<file path="src/mips_params.svh">
`ifndef MIPS_PARAMS_SVH
`define MIPS_PARAMS_SVH

// first fetch address after reset
`define MIPS_RESET_PC 32'h0000_0000

// word-address widths of the two memories
`define MIPS_IM_AW 8
`define MIPS_DM_AW 8

// architectural register count
`define MIPS_NREG 32

`endif

</file>
<file path="src/mips_rf.sv">
`timescale 1ns/10ps
`include "mips_params.svh"

module mips_rf (
	input  logic        clk,
	input  logic        rst_n,
	input  logic [4:0]  ra1,
	input  logic [4:0]  ra2,
	input  logic        we,
	input  logic [4:0]  wa,
	input  logic [31:0] wd,
	output logic [31:0] rd1,
	output logic [31:0] rd2
);

	logic [31:0] regs [`MIPS_NREG];

	always_ff @(posedge clk or negedge rst_n) begin
		if (!rst_n) begin
			for (int i = 0; i < `MIPS_NREG; i++)
				regs[i] <= '0;
		end else if (we && wa != 5'd0) begin
			regs[wa] <= wd;
		end
	end

	// write-through so D sees the value retiring this cycle
	assign rd1 = (ra1 == 5'd0) ? 32'd0 : (we && wa == ra1) ? wd : regs[ra1];
	assign rd2 = (ra2 == 5'd0) ? 32'd0 : (we && wa == ra2) ? wd : regs[ra2];

endmodule

</file>
<file path="config.mk">
export PLATFORM = sky130hd
export DESIGN_NAME = mips_rf
export DESIGN_NICKNAME = d
export VERILOG_FILES = /design/src/mips_rf.sv
export VERILOG_INCLUDE_DIRS = /design/src
export SDC_FILE = /design/constraint.sdc
export NUM_CORES = 2
export LEC_CHECK = 0
export BUFFER_PORTS_ARGS = -buffer_cell sky130_fd_sc_hd__buf_2
export CORE_ASPECT_RATIO = 1.4
export CORE_MARGIN = 5
export CORE_UTILIZATION = 45
export DETAILED_ROUTE_END_ITERATION = 7
export GPL_ROUTABILITY_DRIVEN = 0
export RECOVER_POWER = 100
export SKIP_LAST_GASP = 1
export SYNTH_ARGS = -nofsm -noshare
export SYNTH_HDL_FRONTEND = slang
export SYNTH_SLANG_ARGS = --single-unit
export TNS_END_PERCENT = 50
</file>
<file path="constraint.sdc">
create_clock -name clk -period 4.6 [get_ports clk]
set_input_delay 0.69 -clock clk [delete_from_list [all_inputs] [get_ports clk]]
set_output_delay 0.69 -clock clk [all_outputs]
set_load 0.005 [all_outputs]
</file>
==> impl_metrics.env <==
export IMPL_outcome="complete, but fails checks"
export IMPL_violations="capacitance limit, slew limit"
export IMPL_post_cts_resized=0
export IMPL_nFillCells=10400
export IMPL_synth_top_cell_area_share_pct=47.0
export IMPL_avgSynthCellArea_um2=14.9
export IMPL_synth_area_leader_cell="dfrtp_1"
export IMPL_max_stage_delay_ns=1.85
export IMPL_synthTopCellsByArea="dfrtp_1, mux2_2, mux4_2, mux2i_1, mux2_1"
export IMPL_maxCapViolCount=27
export IMPL_vias=36000
export IMPL_fin_util_pct=50.0
export IMPL_cts_setup_buffers=0
export IMPL_row_count=151
export IMPL_ys_warn_count=0
export IMPL_required_ns=5.18
export IMPL_coreArea_um2=121000
export IMPL_ys_ff_latch=1024
export IMPL_p_leak_nw=26.1
export IMPL_drt_iter0_markers=3184
export IMPL_synthFlopType="dfrtp_1"
export IMPL_slew_violations=711
export IMPL_syn_nets=3723
export IMPL_numCtsBuffers=110
export IMPL_drc_errors=0
export IMPL_p_total_mw=26.4
export IMPL_ys_top_cells_by_count="dfrtp_1, mux2_2, mux4_2"
export IMPL_drive_above_1_share_pct=46.6
export IMPL_wl_mm=188
export IMPL_worst_path_max_fanout=19
export IMPL_fin_cells=5321
export IMPL_clock_fmax_mhz=225
export IMPL_holdBufCountCts=0
export IMPL_grt_overflow_total=0
export IMPL_synth_enable_flop_cells=0
export IMPL_clk_latency_ns=0.72
export IMPL_hp_class="reg -> reg"
export IMPL_synthCells=3673
export IMPL_fin_nets=3666
export IMPL_cts_root_buf="clkbuf_16"
export IMPL_whs_ns=0.394
export IMPL_crit_slowest_cell="nor2_1"
export IMPL_setup_tns_ns=0
export IMPL_path_buf_inv=3
export IMPL_dpl_worst_slack_ns=0.627
export IMPL_wl_per_cell_um=35.4
export IMPL_critPathTopFamily="simple AND/OR/NAND/NOR gates"
export IMPL_setup_viol=0
export IMPL_clockBufferDepth=3
export IMPL_cts_sinks=1024
export IMPL_worstPathArrival_ns=5.03
export IMPL_start_util_pct=45.2
export IMPL_synth_async_reset_ratio_pct=100
export IMPL_clkTransAtPathRegs_ns=0.06
export IMPL_dpl_cell_area_um2=57400
export IMPL_io_pins=114
export IMPL_dp_cells=5110
export IMPL_synth_cell_types=53
export IMPL_regMostFlops="regs"
export IMPL_min_period_ns=4.45
export IMPL_fin_ws_ns=0.148
export IMPL_synth_most_common_cell="dfrtp_1"
export IMPL_grt_max_degree=92
export IMPL_fp_dieArea_um2=128000
export IMPL_grt_pass1_wl_mm=273
export IMPL_cts_htree_levels=3
export IMPL_final_period_utilization_pct=96.8
export IMPL_numPortBuffers=113
export IMPL_tritoncts="done"
export IMPL_final_area_um2=60400
export IMPL_ir_worst_vdd_mv=0.330
export IMPL_dieHeight_um=422
export IMPL_syn2layout_area_growth_pct=10.7
export IMPL_vias_per_cell=6.76
export IMPL_syn_area_um2=54500
export IMPL_ys_seq_area_share_pct=47.0
export IMPL_cp_start_kind="input port"
export IMPL_largest_register_ffs=1024
export IMPL_first_pass_iters=5
export IMPL_ant_nets=0
export IMPL_cp_end_kind="flip-flop"
export IMPL_worstMarginPinSlew_ns=3.54
export IMPL_crit_chain="clkbuf_1 -> clkbuf_1 -> nand3b_1 -> nor2_1 -> clkbuf_2 -> mux2_2"
export IMPL_crit_top_cell="clkbuf_1"
export IMPL_slew_headroom_pct=-137
export IMPL_p_per_area_nw_per_um2=437
export IMPL_antenna_found_initial=15
export IMPL_dp_hpwl_mm=113
export IMPL_largest_registers="regs x1024"
export IMPL_rsz0062_at_grt="false"
export IMPL_critPathKind="in -> reg"
export IMPL_grt_pass1_vias=37400
export IMPL_die_w_um=304
export IMPL_hold_viol=0
export IMPL_finClkSkew_ns=0
export IMPL_grt_util_all_layers_pct=28.9
## logic make-up (layout without fill, tap and decap cells)
logic type      after synthesis  count (layout)  share of synthesized area, %
xor+xnor                     10              10                         0.161
simple gates                101             101                         0.938
compound gates              466             466                          6.62
flops                      1024            1024                          47.0
other cells                   0              10                             0
mux                        1634            1634                          41.7
buf+inv                     438             470                          3.58
## report_power, final
group	leakage, nW	switching [mW]	internal, mW
registers	13.1	1.27	10.7
logic	11.2	2.25	3.08
clock network	1.79	3.81	5.25
total	26.1	7.32	19.1
## cell type report
cell class | instances | area [µm²] | area share, %
clock buffer | 168 | 3220 | 5.34
antenna | 10 | 25.0 | 0.0415
multi-input combinational | 2211 | 27000 | 44.8
timing repair buffer | 268 | 2060 | 3.41
sequential | 1024 | 25600 | 42.4
clock inverter | 33 | 392 | 0.649
tap | 1606 | 2010 | 3.33
inverter | 1 | 3.75 | 0.00622
## routing by layer
layer | vias up | GRT usage, % | share of wire (%)
li1 | 14300 | - | -
met1 | 19700 | 38.6 | 40
met2 | 1546 | 46.7 | 48
met3 | 454 | 4.98 | 7.0
met4 | 10 | 13.2 | 5.1
met5 | - | 0 | 0.039
## cell usage in the layout, fill, tap and decap left out, types with 43 or more instances in the layout
| cell | count |
|---|---|
| dfrtp_1 | 1024 |
| mux2_2 | 897 |
| mux4_2 | 412 |
| mux2i_1 | 227 |
| clkbuf_16 | 112 |
| mux2_1 | 98 |
| a22oi_1 | 95 |
| clkbuf_1 | 88 |
| a21oi_1 | 83 |
| buf_2 | 72 |
| a22o_1 | 71 |
| buf_4 | 71 |
| o22ai_1 | 44 |
| o221ai_1 | 43 |
## worst paths after layout
| path | start | endpoint | slack [ns] | depth (start not counted) |
|---|---|---|---|---|
| setup / recovery | wa[3] | regs[541] | 0.15 | 6 |
| setup reg to reg | regs[119] | regs[119] | 3.77 | 1 |
| max in group asynchronous | rst_n | regs[509] | 1.03 | 2 |
| hold reg to reg | regs[1007] | regs[1007] | 0.39 | 0 |
| min in group asynchronous | rst_n | regs[306] | 0.81 | 1 |
| hold / removal | regs[1007] | regs[1007] | 0.39 | 0 |
Note: power is estimated with default switching activity, not from simulation.
