<file path="config.mk">
export PLATFORM = sky130hd
export DESIGN_NAME = mips_decode
export DESIGN_NICKNAME = d
export VERILOG_FILES = /design/src/mips_params.svh /design/src/mips_isa_pkg.sv /design/src/mips_ctrl_pkg.sv /design/src/mips_decode.sv
export SDC_FILE = /design/constraint.sdc
export NUM_CORES = 1
export LEC_CHECK = 0
export BUFFER_PORTS_ARGS = -buffer_cell sky130_fd_sc_hd__buf_2
export CORE_AREA = 2 2 39 41
export DETAILED_ROUTE_END_ITERATION = 16
export DIE_AREA = 0 0 41 43
export GPL_TIMING_DRIVEN = 0
export PLACE_DENSITY = 0.79
export REMOVE_ABC_BUFFERS = 1
export SLEW_MARGIN = 20
export SYNTH_ARGS = -nofsm -noshare
export SYNTH_HDL_FRONTEND = slang
export SYNTH_SLANG_ARGS = --single-unit
</file>
<file path="constraint.sdc">
create_clock -name vclk -period 2.3
set_clock_uncertainty 0.1 [all_clocks]
set_input_delay 0.345 -clock vclk [all_inputs]
set_output_delay 0.345 -clock vclk [all_outputs]
set_load 0.005 [all_outputs]
</file>
<file path="src/mips_params.svh">
`ifndef MIPS_PARAMS_SVH
`define MIPS_PARAMS_SVH

// first fetch address after reset
`define MIPS_RESET_PC 32'h0000_0000

// word-address widths of the two memories
`define MIPS_IM_AW 8
`define MIPS_DM_AW 8

// architectural register count
`define MIPS_NREG 32

`endif

</file>
<file path="src/mips_isa_pkg.sv">
package mips_isa_pkg;

	typedef enum logic [5:0] {
		op_rtype = 6'h00,
		op_j     = 6'h02,
		op_jal   = 6'h03,
		op_beq   = 6'h04,
		op_addiu = 6'h09,
		op_ori   = 6'h0d,
		op_lui   = 6'h0f,
		op_lw    = 6'h23,
		op_sw    = 6'h2b
	} opcode_e;

	// funct field of op_rtype
	typedef enum logic [5:0] {
		fn_sll  = 6'h00,
		fn_addu = 6'h21,
		fn_subu = 6'h23,
		fn_and  = 6'h24,
		fn_or   = 6'h25,
		fn_slt  = 6'h2a
	} funct_e;

	typedef struct packed {
		opcode_e    op;
		logic [4:0] rs;
		logic [4:0] rt;
		logic [4:0] rd;
		logic [4:0] shamt;
		funct_e     funct;
	} r_fmt_t;

	typedef struct packed {
		opcode_e     op;
		logic [4:0]  rs;
		logic [4:0]  rt;
		logic [15:0] imm;
	} i_fmt_t;

	// one instruction word, read as R or I format
	typedef union packed {
		r_fmt_t r;
		i_fmt_t i;
	} instr_u;

endpackage

</file>
<file path="src/mips_ctrl_pkg.sv">
package mips_ctrl_pkg;

	typedef enum logic [2:0] {
		alu_add, alu_sub, alu_and, alu_or, alu_slt, alu_sll
	} alu_op_e;

	typedef enum logic [1:0] {ext_zero, ext_sign, ext_upper} ext_mode_e;
	typedef enum logic [1:0] {wb_alu, wb_mem, wb_link} wb_sel_e;
	typedef enum logic [1:0] {npc_seq, npc_beq, npc_jump} npc_mode_e;

	// all-zero word is a bubble
	typedef struct packed {
		alu_op_e    alu_op;
		logic       alu_src_imm;
		ext_mode_e  ext_mode;
		logic       uses_rs;
		logic       uses_rt;
		logic       reg_write;
		logic [4:0] wr_addr;
		logic       mem_read;
		logic       mem_write;
		wb_sel_e    wb_sel;
		npc_mode_e  npc_mode;
	} ctrl_t;

	typedef enum logic [1:0] {
		fwd_d_orig, fwd_d_m_alu, fwd_d_m_link, fwd_d_w_data
	} fwd_d_e;

	typedef enum logic [1:0] {
		fwd_e_orig, fwd_e_m_alu, fwd_e_m_link, fwd_e_w_data
	} fwd_e_e;

	typedef enum logic {fwd_m_orig, fwd_m_w_data} fwd_m_e;

endpackage

</file>
<file path="src/mips_decode.sv">
`timescale 1ns/10ps

module mips_decode (
	input  mips_isa_pkg::instr_u instr,
	output mips_ctrl_pkg::ctrl_t ctrl
);
	import mips_isa_pkg::*;
	import mips_ctrl_pkg::*;

	always_comb begin
		ctrl = '0;
		case (instr.r.op)
			op_rtype: begin
				ctrl.reg_write = 1'b1;
				ctrl.wr_addr   = instr.r.rd;
				ctrl.uses_rs   = 1'b1;
				ctrl.uses_rt   = 1'b1;
				case (instr.r.funct)
					fn_addu: ctrl.alu_op = alu_add;
					fn_subu: ctrl.alu_op = alu_sub;
					fn_and:  ctrl.alu_op = alu_and;
					fn_or:   ctrl.alu_op = alu_or;
					fn_slt:  ctrl.alu_op = alu_slt;
					fn_sll: begin
						ctrl.alu_op  = alu_sll;
						ctrl.uses_rs = 1'b0;
					end
					default: ctrl = '0;
				endcase
			end
			op_addiu, op_ori, op_lui, op_lw: begin
				ctrl.reg_write   = 1'b1;
				ctrl.wr_addr     = instr.i.rt;
				ctrl.alu_src_imm = 1'b1;
				ctrl.uses_rs     = 1'b1;
				ctrl.ext_mode    = ext_sign;
				if (instr.i.op == op_ori) begin
					ctrl.alu_op   = alu_or;
					ctrl.ext_mode = ext_zero;
				end
				// lui ors the shifted immediate into a zero operand
				if (instr.i.op == op_lui) begin
					ctrl.alu_op   = alu_or;
					ctrl.ext_mode = ext_upper;
					ctrl.uses_rs  = 1'b0;
				end
				if (instr.i.op == op_lw) begin
					ctrl.mem_read = 1'b1;
					ctrl.wb_sel   = wb_mem;
				end
			end
			op_sw: begin
				ctrl.alu_src_imm = 1'b1;
				ctrl.ext_mode    = ext_sign;
				ctrl.uses_rs     = 1'b1;
				ctrl.uses_rt     = 1'b1;
				ctrl.mem_write   = 1'b1;
			end
			op_beq: begin
				ctrl.uses_rs  = 1'b1;
				ctrl.uses_rt  = 1'b1;
				ctrl.npc_mode = npc_beq;
			end
			op_j: ctrl.npc_mode = npc_jump;
			op_jal: begin
				ctrl.npc_mode  = npc_jump;
				ctrl.reg_write = 1'b1;
				ctrl.wr_addr   = 5'd31;
				ctrl.wb_sel    = wb_link;
			end
			default: ctrl = '0;
		endcase
	end

endmodule

</file>
==> results by group <==
Hold path
  • Hold path depth: 3
  • Worst Hold Launch: instr[29]
  • Worst Hold Path EP: ctrl[1]
  • Min-Delay Path Class: in -> out

Critical path
  • Arrival time at the worst endpoint: 1.96 ns
  • Cells along the critical path: buf_8 -> or4_4 -> or4_4 -> a21oi_4 -> a221o_1 -> buf_2
  • Critical path capture point type: output port
  • Slowest cell on crit path: or4_4
  • Critical path type: in -> out
  • Critical Path Max Stage Delay: 0.53 ns
  • Worst path most repeated cell: or4_4
  • Crit start category: input pin
  • CP max FO: 7
  • CP Data Required Time: 1.86 ns

Status
  • Failing checks: negative setup slack
  • Status: complete, but fails checks

Cells and area
  • Register area: 0 um2
  • FILL cells: 145
  • Share of cells above drive strength 1: 0.515
  • Clock Buffer Count: 0
  • Layout area overhead: 63.8%
  • Final std cells w/o fill: 119
  • Num sequential: 0
  • Ant diodes: 0
  • Final net count: 137

Timing
  • Max_slew headroom: 0.655
  • Tcrit/Tclk final: 1.05
  • Hold WS: 0.872 ns
  • F_max: 416 MHz
  • Max Slew Vio Count: 0
  • Minimum clock period: 2.40 ns
  • Hold Violations, Final: 0
  • Tightest Pin Transition: 0.516 ns
  • Setup WS post-layout: -0.104 ns
  • Unrepaired setup endpoints after global routing: true
  • Endpoints failing setup: 8

Route
  • Post-Route WL: 1.48 mm
  • Detailed Routing Iterations Pass 1: 4
  • Metal2 WL: 795 um
  • Post-route DRC: 0
  • Max layer used: met3
  • Initial detailed-routing violation count: 10
  • ANT nets after route: 0
  • DR vias: 645
  • Met3 routed WL: 92 um
  • DR vias/cell: 5.42
  • WL per Instance: 12.4 um
  • Wl on met1: 593 um

GRT
  • Largest net degree at the start of global routing: 11
  • Grt ovf: 0
  • Initial antenna violation count: 0
  • Tot GR Track Use: 0.168
  • Number of global-route vias before repair: 560
  • First-pass GRT wire length: 2.29 mm

Synth
  • Post-synthesis sequential area ratio: 0
  • Distinct cells, synth: 33
  • Post-synthesis cell area: 429 um2
  • Cells after synthesis: 62
  • Synthesis Warnings: 0
  • Syn avg cell area: 6.92 um2

Floorplanning
  • I/O Pins: 52
  • Die Width: 41 um
  • Chip Height: 43 um
  • Core Footprint: 0.00138 mm2
  • DIE AREA: 0.00176 mm2
  • Number of core rows: 14
  • Initial Util: 0.310

Power
  • Leakage: 0.382 nW
  • Pwr dens: 121 mW/mm2
  • Max VDD drop: 0.0000885 V

Run
  • Max-Cap Viols: 0

Placement
  • GPL Wtd Cong: 0.766
  • I/O Buffers: 42
  • Post-Place Cells: 115
  • Hpwl dp: 1.07 mm
==> final cells by class <==
type	instances	area (um2)	area share
inverter	3	11.3	0.0160
multi-input combinational	54	400	0.569
tap	16	20.0	0.0285
timing repair buffer	46	272	0.386
==> cell families (layout without fill, tap and decap cells) <==
kind of cell    count (synthesis)  after routing  synth area share
buf+inv                         8             49            0.0787
simple gates                   35             35             0.516
mux                             1              1            0.0233
compound gates                 18             18             0.382
==> metal layers <==
metal  global-route usage  vias to the layer above
met1                0.231                      291
met2                0.278                       23
met5                    0                        -
met3               0.0209                        0
li1                     -                      331
met4               0.0133                        0
==> metrics by stage <==
step	instance area, um2	setup slack [ns]	util	power, mW	TNS (ns)
global route	703	-0.167	0.508	0.0945	-1.19
floorplan	407	0.168	-	0.0297	0
global placement	637	-0.128	0.460	0.0713	-0.875
finish	703	-0.104	0.508	0.0850	-0.659
detailed placement	637	-0.148	0.460	0.0737	-1.03
CTS	671	-0.103	0.485	0.0798	-0.570
==> worst max-delay path, delay by kind of cell <==
kind	cells	cell delay, ns
buffers and inverters	2	0.20
AND/OR/NAND/NOR	2	1.02
AO/OA/AOI/OAI	2	0.40
==> report_power, final <==
| group | switching (mW) | leakage [nW] | internal (mW) |
|---|---|---|---|
| Sequential | 0 | 0 | 0 |
| Clock | 0 | 0 | 0 |
| Combinational | 0.0411 | 0.382 | 0.0439 |
==> cells in the mapped netlist <==
master | n | area (um2)
nor2_1 | 3 | 11.3
nand2_1 | 3 | 11.3
nor4_1 | 2 | 12.5
clkbuf_1 | 3 | 11.3
nand3b_1 | 1 | 7.51
a211o_1 | 1 | 8.76
mux2i_1 | 1 | 10.0
or4_4 | 2 | 22.5
a221o_1 | 6 | 60.1
a31oi_1 | 1 | 6.26
buf_4 | 1 | 7.51
a21oi_4 | 1 | 16.3
nor3b_1 | 2 | 15.0
o21ai_1 | 1 | 5.00
inv_1 | 2 | 7.51
and3_1 | 2 | 12.5
or2_1 | 2 | 12.5
nand4_1 | 1 | 6.26
o31ai_1 | 1 | 7.51
and2_1 | 1 | 6.26
nor3_1 | 1 | 5.00
a21oi_1 | 4 | 20.0
buf_1 | 1 | 3.75
nor4bb_1 | 1 | 10.0
o41ai_2 | 1 | 16.3
o32ai_1 | 1 | 8.76
nand3_1 | 3 | 15.0
nand2b_1 | 2 | 12.5
and3b_1 | 2 | 17.5
inv_2 | 1 | 3.75
a2111oi_2 | 1 | 15.0
nor2b_1 | 4 | 25.0
or3_1 | 3 | 18.8
==> layout by cell type, fill, tap and decap left out, types with 2 or more instances in the layout <==
master / n
buf_2: 39
a221o_1: 6
nor2b_1: 4
a21oi_1: 4
buf_4: 4
nor2_1: 3
nand2_1: 3
or3_1: 3
nand3_1: 3
and3_1: 2
and3b_1: 2
or4_4: 2
nor3b_1: 2
nand2b_1: 2
inv_1: 2
nor4_1: 2
or2_1: 2
==> worst max path at each step <==
stage	start	endpoint	slack, ns
2_1_floorplan	instr[26]	ctrl[10]	0.17
6_report	instr[26]	ctrl[10]	-0.10
5_1_grt	instr[26]	ctrl[10]	-0.17
3_3_place_gp	instr[26]	ctrl[10]	-0.13
3_5_place_dp	instr[26]	ctrl[10]	-0.15
4_1_cts	instr[26]	ctrl[10]	-0.10
==> repair_timing <==
action,4_1_cts,5_1_grt
buffers inserted,1,3
gates resized for setup,8,2
endpoints found under the setup margin,11,10
pin swaps,5,3
hold buffers,0,0
(Power assumes the default switching activity.)
