`config.mk`:
```
export PLATFORM = sky130hd
export DESIGN_NAME = mips_hazard_flat
export DESIGN_NICKNAME = d
export VERILOG_FILES = /design/src/mips_params.svh /design/src/mips_ctrl_pkg.sv /design/src/mips_hazard_if.sv /design/src/mips_hazard.sv /design/src/flat_wrapper.sv
export SDC_FILE = /design/constraint.sdc
export NUM_CORES = 1
export LEC_CHECK = 0
export BUFFER_PORTS_ARGS = -buffer_cell sky130_fd_sc_hd__buf_2
export CAP_MARGIN = 40
export CORE_UTILIZATION = 48
export DETAILED_ROUTE_END_ITERATION = 6
export GPL_TIMING_DRIVEN = 0
export PLACE_DENSITY_LB_ADDON = 0.05
export SLEW_MARGIN = 5
export SYNTH_ARGS = -nofsm -noshare
export SYNTH_HDL_FRONTEND = slang
export SYNTH_SLANG_ARGS = --single-unit
export TNS_END_PERCENT = 20
```
`constraint.sdc`:
```
create_clock -name vclk -period 5.13
set_clock_uncertainty 0.15 [all_clocks]
set_input_delay 0.513 -clock vclk [all_inputs]
set_output_delay 0.513 -clock vclk [all_outputs]
set_load 0.01 [all_outputs]
```
`src/mips_params.svh`:
```
`ifndef MIPS_PARAMS_SVH
`define MIPS_PARAMS_SVH

// first fetch address after reset
`define MIPS_RESET_PC 32'h0000_0000

// word-address widths of the two memories
`define MIPS_IM_AW 8
`define MIPS_DM_AW 8

// architectural register count
`define MIPS_NREG 32

`endif

```
`src/mips_ctrl_pkg.sv`:
```
package mips_ctrl_pkg;

	typedef enum logic [2:0] {
		alu_add, alu_sub, alu_and, alu_or, alu_slt, alu_sll
	} alu_op_e;

	typedef enum logic [1:0] {ext_zero, ext_sign, ext_upper} ext_mode_e;
	typedef enum logic [1:0] {wb_alu, wb_mem, wb_link} wb_sel_e;
	typedef enum logic [1:0] {npc_seq, npc_beq, npc_jump} npc_mode_e;

	// all-zero word is a bubble
	typedef struct packed {
		alu_op_e    alu_op;
		logic       alu_src_imm;
		ext_mode_e  ext_mode;
		logic       uses_rs;
		logic       uses_rt;
		logic       reg_write;
		logic [4:0] wr_addr;
		logic       mem_read;
		logic       mem_write;
		wb_sel_e    wb_sel;
		npc_mode_e  npc_mode;
	} ctrl_t;

	typedef enum logic [1:0] {
		fwd_d_orig, fwd_d_m_alu, fwd_d_m_link, fwd_d_w_data
	} fwd_d_e;

	typedef enum logic [1:0] {
		fwd_e_orig, fwd_e_m_alu, fwd_e_m_link, fwd_e_w_data
	} fwd_e_e;

	typedef enum logic {fwd_m_orig, fwd_m_w_data} fwd_m_e;

endpackage

```
`src/mips_hazard_if.sv`:
```
`timescale 1ns/10ps

interface mips_hazard_if;
	import mips_ctrl_pkg::*;

	logic [4:0] d_rs, d_rt;
	logic       d_uses_rs, d_uses_rt, d_is_branch;
	logic [4:0] e_rs, e_rt, e_wr_addr;
	logic       e_reg_write, e_mem_read;
	logic [4:0] m_rt, m_wr_addr;
	logic       m_reg_write, m_mem_read;
	wb_sel_e    m_wb_sel;
	logic [4:0] w_wr_addr;
	logic       w_reg_write;

	logic       stall;
	fwd_d_e     fwd_d1, fwd_d2;
	fwd_e_e     fwd_e1, fwd_e2;
	fwd_m_e     fwd_m;

	modport unit (
		input  d_rs, d_rt, d_uses_rs, d_uses_rt, d_is_branch,
		input  e_rs, e_rt, e_wr_addr, e_reg_write, e_mem_read,
		input  m_rt, m_wr_addr, m_reg_write, m_mem_read, m_wb_sel,
		input  w_wr_addr, w_reg_write,
		output stall, fwd_d1, fwd_d2, fwd_e1, fwd_e2, fwd_m
	);

	modport pipe (
		output d_rs, d_rt, d_uses_rs, d_uses_rt, d_is_branch,
		output e_rs, e_rt, e_wr_addr, e_reg_write, e_mem_read,
		output m_rt, m_wr_addr, m_reg_write, m_mem_read, m_wb_sel,
		output w_wr_addr, w_reg_write,
		input  stall, fwd_d1, fwd_d2, fwd_e1, fwd_e2, fwd_m
	);

endinterface

```
`src/mips_hazard.sv`:
```
`timescale 1ns/10ps

module mips_hazard (
	mips_hazard_if.unit hz
);
	import mips_ctrl_pkg::*;

	logic e_load, e_alu, m_load, m_fwd_ok, m_is_link;

	function automatic logic src_hit(logic we, logic [4:0] wa, logic [4:0] ra);
		return we && (wa != 5'd0) && (wa == ra);
	endfunction

	// does the instruction in D read a register written by this source
	function automatic logic d_reads(logic we, logic [4:0] wa, logic uses_rs, logic uses_rt,
			logic [4:0] rs, logic [4:0] rt);
		return (uses_rs && src_hit(we, wa, rs)) || (uses_rt && src_hit(we, wa, rt));
	endfunction

	assign e_load    = hz.e_reg_write && hz.e_mem_read;
	assign e_alu     = hz.e_reg_write && !hz.e_mem_read;
	assign m_load    = hz.m_reg_write && hz.m_mem_read;
	// load data only exists in W, so M never forwards a load
	assign m_fwd_ok  = hz.m_reg_write && !hz.m_mem_read;
	assign m_is_link = (hz.m_wb_sel == wb_link);

	assign hz.stall =
		d_reads(e_load, hz.e_wr_addr, hz.d_uses_rs, hz.d_uses_rt, hz.d_rs, hz.d_rt) ||
		(hz.d_is_branch &&
			(d_reads(e_alu, hz.e_wr_addr, 1'b1, 1'b1, hz.d_rs, hz.d_rt) ||
			 d_reads(m_load, hz.m_wr_addr, 1'b1, 1'b1, hz.d_rs, hz.d_rt)));

	always_comb begin
		hz.fwd_d1 = fwd_d_orig;
		hz.fwd_d2 = fwd_d_orig;
		if (hz.d_is_branch && src_hit(hz.w_reg_write, hz.w_wr_addr, hz.d_rs))
			hz.fwd_d1 = fwd_d_w_data;
		if (hz.d_is_branch && src_hit(hz.w_reg_write, hz.w_wr_addr, hz.d_rt))
			hz.fwd_d2 = fwd_d_w_data;
		if (src_hit(m_fwd_ok, hz.m_wr_addr, hz.d_rs))
			hz.fwd_d1 = m_is_link ? fwd_d_m_link : fwd_d_m_alu;
		if (src_hit(m_fwd_ok, hz.m_wr_addr, hz.d_rt))
			hz.fwd_d2 = m_is_link ? fwd_d_m_link : fwd_d_m_alu;
	end

	always_comb begin
		hz.fwd_e1 = fwd_e_orig;
		hz.fwd_e2 = fwd_e_orig;
		if (src_hit(hz.w_reg_write, hz.w_wr_addr, hz.e_rs))
			hz.fwd_e1 = fwd_e_w_data;
		if (src_hit(hz.w_reg_write, hz.w_wr_addr, hz.e_rt))
			hz.fwd_e2 = fwd_e_w_data;
		if (src_hit(m_fwd_ok, hz.m_wr_addr, hz.e_rs))
			hz.fwd_e1 = m_is_link ? fwd_e_m_link : fwd_e_m_alu;
		if (src_hit(m_fwd_ok, hz.m_wr_addr, hz.e_rt))
			hz.fwd_e2 = m_is_link ? fwd_e_m_link : fwd_e_m_alu;
	end

	assign hz.fwd_m = src_hit(hz.w_reg_write, hz.w_wr_addr, hz.m_rt) ? fwd_m_w_data : fwd_m_orig;

endmodule

```
`src/flat_wrapper.sv`:
```
// flat-port wrapper written by rule: the top's interface ports become plain ports
module mips_hazard_flat import mips_ctrl_pkg::*;
  (hz_d_rs, hz_d_rt, hz_d_uses_rs, hz_d_uses_rt, hz_d_is_branch, hz_e_rs, hz_e_rt, hz_e_wr_addr, hz_e_reg_write, hz_e_mem_read, hz_m_rt, hz_m_wr_addr, hz_m_reg_write, hz_m_mem_read, hz_m_wb_sel, hz_w_wr_addr, hz_w_reg_write, hz_stall, hz_fwd_d1, hz_fwd_d2, hz_fwd_e1, hz_fwd_e2, hz_fwd_m);
  mips_hazard_if hz_i ();
  input wire logic [$bits(hz_i.d_rs)-1:0] hz_d_rs;
  input wire logic [$bits(hz_i.d_rt)-1:0] hz_d_rt;
  input wire logic [$bits(hz_i.d_uses_rs)-1:0] hz_d_uses_rs;
  input wire logic [$bits(hz_i.d_uses_rt)-1:0] hz_d_uses_rt;
  input wire logic [$bits(hz_i.d_is_branch)-1:0] hz_d_is_branch;
  input wire logic [$bits(hz_i.e_rs)-1:0] hz_e_rs;
  input wire logic [$bits(hz_i.e_rt)-1:0] hz_e_rt;
  input wire logic [$bits(hz_i.e_wr_addr)-1:0] hz_e_wr_addr;
  input wire logic [$bits(hz_i.e_reg_write)-1:0] hz_e_reg_write;
  input wire logic [$bits(hz_i.e_mem_read)-1:0] hz_e_mem_read;
  input wire logic [$bits(hz_i.m_rt)-1:0] hz_m_rt;
  input wire logic [$bits(hz_i.m_wr_addr)-1:0] hz_m_wr_addr;
  input wire logic [$bits(hz_i.m_reg_write)-1:0] hz_m_reg_write;
  input wire logic [$bits(hz_i.m_mem_read)-1:0] hz_m_mem_read;
  input wire logic [$bits(hz_i.m_wb_sel)-1:0] hz_m_wb_sel;
  input wire logic [$bits(hz_i.w_wr_addr)-1:0] hz_w_wr_addr;
  input wire logic [$bits(hz_i.w_reg_write)-1:0] hz_w_reg_write;
  output wire logic [$bits(hz_i.stall)-1:0] hz_stall;
  output wire logic [$bits(hz_i.fwd_d1)-1:0] hz_fwd_d1;
  output wire logic [$bits(hz_i.fwd_d2)-1:0] hz_fwd_d2;
  output wire logic [$bits(hz_i.fwd_e1)-1:0] hz_fwd_e1;
  output wire logic [$bits(hz_i.fwd_e2)-1:0] hz_fwd_e2;
  output wire logic [$bits(hz_i.fwd_m)-1:0] hz_fwd_m;
  assign hz_i.d_rs = hz_d_rs;
  assign hz_i.d_rt = hz_d_rt;
  assign hz_i.d_uses_rs = hz_d_uses_rs;
  assign hz_i.d_uses_rt = hz_d_uses_rt;
  assign hz_i.d_is_branch = hz_d_is_branch;
  assign hz_i.e_rs = hz_e_rs;
  assign hz_i.e_rt = hz_e_rt;
  assign hz_i.e_wr_addr = hz_e_wr_addr;
  assign hz_i.e_reg_write = hz_e_reg_write;
  assign hz_i.e_mem_read = hz_e_mem_read;
  assign hz_i.m_rt = hz_m_rt;
  assign hz_i.m_wr_addr = hz_m_wr_addr;
  assign hz_i.m_reg_write = hz_m_reg_write;
  assign hz_i.m_mem_read = hz_m_mem_read;
  assign hz_i.m_wb_sel = hz_m_wb_sel;
  assign hz_i.w_wr_addr = hz_w_wr_addr;
  assign hz_i.w_reg_write = hz_w_reg_write;
  assign hz_stall = hz_i.stall;
  assign hz_fwd_d1 = hz_i.fwd_d1;
  assign hz_fwd_d2 = hz_i.fwd_d2;
  assign hz_fwd_e1 = hz_i.fwd_e1;
  assign hz_fwd_e2 = hz_i.fwd_e2;
  assign hz_fwd_m = hz_i.fwd_m;
  mips_hazard u_core (.hz(hz_i));
endmodule
```
==> metrics.md, run 1 <==
| Metric | Value |
|---|---|
| Routed len/inst | around 12 um |
| Max VDD drop | approximately 54 uV |
| Main area contributors after synthesis | xnor2_1 (36%), xor2_1 (19%), nand3_1 (6.3%), mux2i_1 (4.6%), o31ai_1 (4.3%) |
| Cell taking the most area after synthesis | xnor2_1 |
| Distinct cells, synth | 24 |
| Drt drc | 0 |
| Filler Cell Count | about 160 |
| Cell area after layout | ~0.0012 mm^2 |
| Tcrit/Tclk final | between 50% and 60% |
| Core ar. | around 0.0017 mm^2 |
| Port Buffers | 50 |
| TNS Setup | 0 ns |
| Fmax | between 300 and 400 MHz |
| Gpl congestion | 0.7412 |
| Placed Area | 0.001156 mm^2 |
| 1st-pass router iterations | 4 |
| Crit path capture type | output port |
| Crit-path max cell delay | 0.57 ns |
| Critical path cell sequence | clkbuf_1 -> or4_1 -> o21ai_2 -> nor4_1 -> o31ai_1 -> o41ai_1 -> buf_2 |
| Critical Path Source | hz_w_wr_addr[4] |
| Critical Path Fanout Max | 6 |
| Grt ovf | 0 |
| Post-synthesis cell area | between 800 and 900 um^2 |
| Final nets | about 220 |
| GRT Overall Usage | a little under a quarter |
| First-pass GRT wire length | between 3000 and 4000 um |
| Worst hold margin | 1.241 ns |
| Sequential area share after synthesis | 0% |
| Startpoint Class | input port |
| Synthesis-to-finish area growth | 32.19% |
| DIE AREA | 0.001997 mm^2 |
| Vias per cell | 5.189 |
| Die H | about 45 um |
| Vias in the first global route | roughly 860 |
| Starting Density | approximately half |
| Crit-path slowest cell | or4_1 |
| Worst Setup EP | hz_fwd_e2[0] |
| Flip-flop and latch count | 0 |
| Post-CTS setup buffer count | 0 |
| Setup CP Type | input port to output port |
| FF/Latch Area | 0 um^2 |
| Core Util, Final | between 60% and 70% |
| # rows | 15 |
| Final hold vios | 0 |
| Crit path DAT | approximately 2 ns |
| Cells after synthesis | 115 |
| Clkbuf count | 0 |
| Initial antenna violation count | 0 |
| RSZ-0062 raised after global routing | no |
| Detailed placer's ending HPWL | slightly above 2000 um |
| CP top delay family | simple AND/OR/NAND/NOR gates |
| Mean Syn Cell Area | 7.605 um^2 |
| Placed insts | 190 |
| Req. time, crit path | 4.47 ns |
| Synth Net Count | between 150 and 200 |
| CTS resizes | 0 |
| Crit path buffers/inverters | 2 |
| Status | completed |
| Die width | about 45 um |
| Tmin final | 2.680 ns |
| Critical path depth | 7 |
| Max Transition Viols Final | 0 |
| Hold/Removal Path Class | input port to output port |
| Fraction of layout cells with a size suffix above 1 | 35.76% |
| Pwr per Cell Area | about 80 mW/mm^2 |
| Largest net degree at the start of global routing | 11 |
| Worst Max-Slew Pin Slew | between 0.4 and 0.5 ns |
| Post-synth top area share | a little over a third |
| Layout Cells excl Fill | between 150 and 200 |
| Relative slew slack | 71.56% |
| Post-Route WL | between 2000 and 2500 um |
| Number of routed nets with antenna violations | 0 |
| Post-CTS Hold Fix Bufs | 0 |
| Synth Warn # | 0 |
| Max-cap violations | 0 |
| Antenna diode count | 0 |
| Setup-failing EPs final | 0 |
| Vias | roughly 990 |
| Initial DRC Count | 14 |
| Pleak | about 0.47 nW |
| Ports | 60 |
[power breakdown]
group	switching, mW	internal [mW]
sequential	0	0
clock	0	0
combinational	0.0471	0.0456
[routing by layer]
layer  global-route usage (%)  vias to the layer above  share of wire, %
met5                        0                        -                 0
met4                        0                        0                 0
li1                         -                      502                 -
met3                        0                        0               4.7
met1                    32.53                      452                46
met2                    43.82                       32                50
[synth_stat cells]
cell type  instances
xor2_1            19
o21ai_2            2
nor2b_1            1
nor4_4             1
nand3_1           11
or2_1              1
o21ai_0            3
nand4_1            1
a211o_1            1
xnor2_1           36
or4_4              1
o21ai_1            1
o31ai_1            5
mux2i_1            4
o41ai_1            2
nand2_1            2
a31oi_1            1
clkbuf_1           6
buf_2              3
or4_1              2
nand2b_1           1
buf_6              2
nor4_1             4
nor3_1             5
[cell type report]
cell class                 instances  area [um^2]  share of cell area (%)
buffer                            11        60.06                   5.195
multi-input combinational        104        814.5                   70.45
tap                               25        31.28                   2.706
timing repair buffer              50        250.2                   21.64
[worst min-delay path by stage]
stage              startpoint  endpoint  slack, ns  cells past startpoint
3_5_place_dp       hz_m_rt[2]  hz_fwd_m       1.25                      5
5_1_grt            hz_m_rt[2]  hz_fwd_m       1.29                      5
4_1_cts            hz_m_rt[2]  hz_fwd_m       1.25                      5
6_report           hz_m_rt[2]  hz_fwd_m       1.24                      5
2_1_floorplan  hz_w_reg_write  hz_fwd_m       1.03                      2
3_3_place_gp       hz_m_rt[2]  hz_fwd_m       1.24                      5
[per-stage QoR]
| stage | power [mW] | setup slack [ns] |
|---|---|---|
| final | 0.09265 | 2.450 |
| after global routing | 0.1024 | 2.342 |
| after CTS | 0.09310 | 2.450 |
| after detailed placement | 0.09264 | 2.451 |
| after global placement | 0.08989 | 2.468 |
| after floorplan | 0.05890 | 2.644 |
[kinds of logic (layout without fill, tap and decap cells)]
family	Yosys count	count (layout)	share of synthesized area [%]
buf+inv	11	61	6.866
xor+xnor	55	55	55.08
mux	4	4	4.578
simple gates	30	30	21.17
compound gates	15	15	12.30
[placed cells by master (no fill, tap or decap), types with 2 or more instances in the layout]
master | synthesis | routed
xnor2_1 | 36 | 36
xor2_1 | 19 | 19
o41ai_1 | 2 | 2
nand2_1 | 2 | 2
nor3_1 | 5 | 5
o21ai_2 | 2 | 2
mux2i_1 | 4 | 4
clkbuf_1 | 6 | 6
or4_1 | 2 | 2
nand3_1 | 11 | 11
o31ai_1 | 5 | 5
buf_6 | 2 | 2
o21ai_0 | 3 | 3
buf_2 | 3 | 53
nor4_1 | 4 | 4
Power figures use the tool's default switching activity.
==> run 2: changes to the inputs <==
CORE_UTILIZATION = 40   (was 48)
clock period = 2.4 ns   (was 5.13 ns; I/O delays follow)
==> metrics.md, run 2 (same netlist as run 1, synthesis figures left out) <==
| Metric | Value |
|---|---|
| Critical Path Fanout Max | 6 (unchanged) |
| Port Buffers | 50 (unchanged) |
| Crit path capture type | output port |
| Relative slew slack | 71.29% (-0.27 points) |
| Flip-flop and latch count | 0 (unchanged) |
| DIE AREA | 0.002378 mm^2 (+19%) |
| Gpl congestion | 0.7724 (+4.2%) |
| Setup-failing EPs final | 0 (unchanged) |
| GRT Overall Usage | 19.61% (-4.1 points) |
| 1st-pass router iterations | 4 (unchanged) |
| Final hold vios | 0 (unchanged) |
| Vias | 943 (-4.4%) |
| Die width | 48.76 um (+9.1%) |
| Hold endpoint | hz_fwd_m |
| Max-cap violations | 0 (unchanged) |
| Max VDD drop | 78.34 uV (+46%) |
| WHS Path Cells | 5 (unchanged) |
| Hold/Removal Path Class | input port to output port |
| Cell area after layout | 0.001159 mm^2 (+0.22%) |
| First-pass GRT wire length | 3864 um (+6.1%) |
| Largest net degree at the start of global routing | 11 (unchanged) |
| Antenna diode count | 0 (unchanged) |
| RSZ-0062 raised after global routing | no |
| Filler Cell Count | 215 (+31%) |
| Number of routed nets with antenna violations | 0 (unchanged) |
| Starting Density | 43.69% (-7.5 points) |
| Die H | 48.76 um (+9.1%) |
| Tmin final | about 2.2 ns |
| Post-Route WL | 2310 um (+1.4%) |
| Hold_sp | hz_m_rt[2] |
| Crit-path slowest cell | or4_1 |
| Placed insts | 192 (+1.1%) |
| CTS resizes | 0 (unchanged) |
| TNS Setup | 0 ns (unchanged) |
| Setup CP Type | input port to output port |
| Final nets | 217 (unchanged) |
| Detailed placer's ending HPWL | 2013 um (-0.52%) |
| Req. time, crit path | 2.01 ns (-2.46 ns) |
| Final worst slack | 0.2452 ns (-2.205 ns) |
| Vias per cell | 4.911 (-5.4%) |
| Ports | 60 (unchanged) |
| Post-CTS Hold Fix Bufs | 0 (unchanged) |
| Core ar. | 0.002002 mm^2 (+17%) |
| Max Transition Viols Final | 0 (unchanged) |
| Status | completed |
| Vias in the first global route | 857 (-0.23%) |
| Initial DRC Count | 7 (-7) |
| Dpl ws | 0.2438 ns (-2.207 ns) |
| Worst hold margin | 0.6936 ns (-0.5470 ns) |
| Fmax | approximately 460 MHz |
| Crit-path max cell delay | 0.57 ns (about the same) |
| Pleak | 0.4724 nW (unchanged) |
| Commonest non-fill, non-tap cell in the layout | buf_2 |
| Crit path DAT | 1.76 ns (-0.26 ns) |
| Overall power | 197.5 uW (+110%) |
| Layout Cells excl Fill | 192 (+1.1%) |
| Post-CTS setup buffer count | 0 (unchanged) |
| Worst Max-Slew Pin Slew | 0.4307 ns (+0.004033 ns) |
| Tcrit/Tclk final | roughly 90% |
| Most frequent cells in the layout | buf_2 (53), xnor2_1 (36), xor2_1 (19) |
| Initial antenna violation count | 0 (unchanged) |
| Critical Path Source | hz_w_wr_addr[4] |
| Routed len/inst | 12.03 um (+0.39%) |
| FF/Latch Area | 0 um^2 (unchanged) |
| Placed Area | 0.001159 mm^2 (+0.22%) |
| Clkbuf count | 0 (unchanged) |
| # rows | 16 (+1) |
| Core Util, Final | 57.88% (-9.8 points) |
| Critical path cell sequence | clkbuf_1 -> or4_1 -> o21ai_2 -> nor4_1 -> o31ai_1 -> o41ai_1 -> buf_2 |
| CP top delay family | simple AND/OR/NAND/NOR gates |
| Crit path buffers/inverters | 2 (unchanged) |
| Fraction of layout cells with a size suffix above 1 | 35.76% (unchanged) |
| Synthesis-to-finish area growth | 32.47% |
| Drt drc | 0 (unchanged) |
| Grt ovf | 0 (unchanged) |
| Startpoint Class | input port |
| Pwr per Cell Area | 170.4 mW/mm^2 (+110%) |
run 2: layout make-up:
class                      instances  area, um^2  share of cell area [%]
multi-input combinational        104       814.5                   70.30
tap                               27       33.78                   2.916
buffer                            11       60.06                   5.184
timing repair buffer              50       250.2                   21.60
run 2: layer usage:
metal | wire length (um) | global-route usage, % | vias up | part of all wire (%)
li1 | - | - | 498 | -
met1 | 1081 | 28.46 | 407 | 47
met2 | 1080 | 32.87 | 38 | 47
met3 | 148 | 1.572 | 0 | 6.4
met4 | 0 | 0.4902 | 0 | 0
met5 | 0 | 0 | - | 0
run 2: power by group:
group	internal, mW	total (mW)	switching (mW)
clock	0	0	0
sequential	0	0	0
combinational	0.0974	0.197	0.100
total	0.0974	0.197	0.100
run 2: worst max path at each step:
stage | end | slack, ns | cells after the start
after CTS | hz_fwd_e2[1] | 0.25 | 7
after detailed placement | hz_fwd_e2[1] | 0.24 | 7
after global routing | hz_fwd_e1[0] | 0.13 | 7
final | hz_fwd_e2[1] | 0.25 | 7
after floorplan | hz_fwd_e1[0] | 0.46 | 6
after global placement | hz_fwd_e2[0] | 0.28 | 7
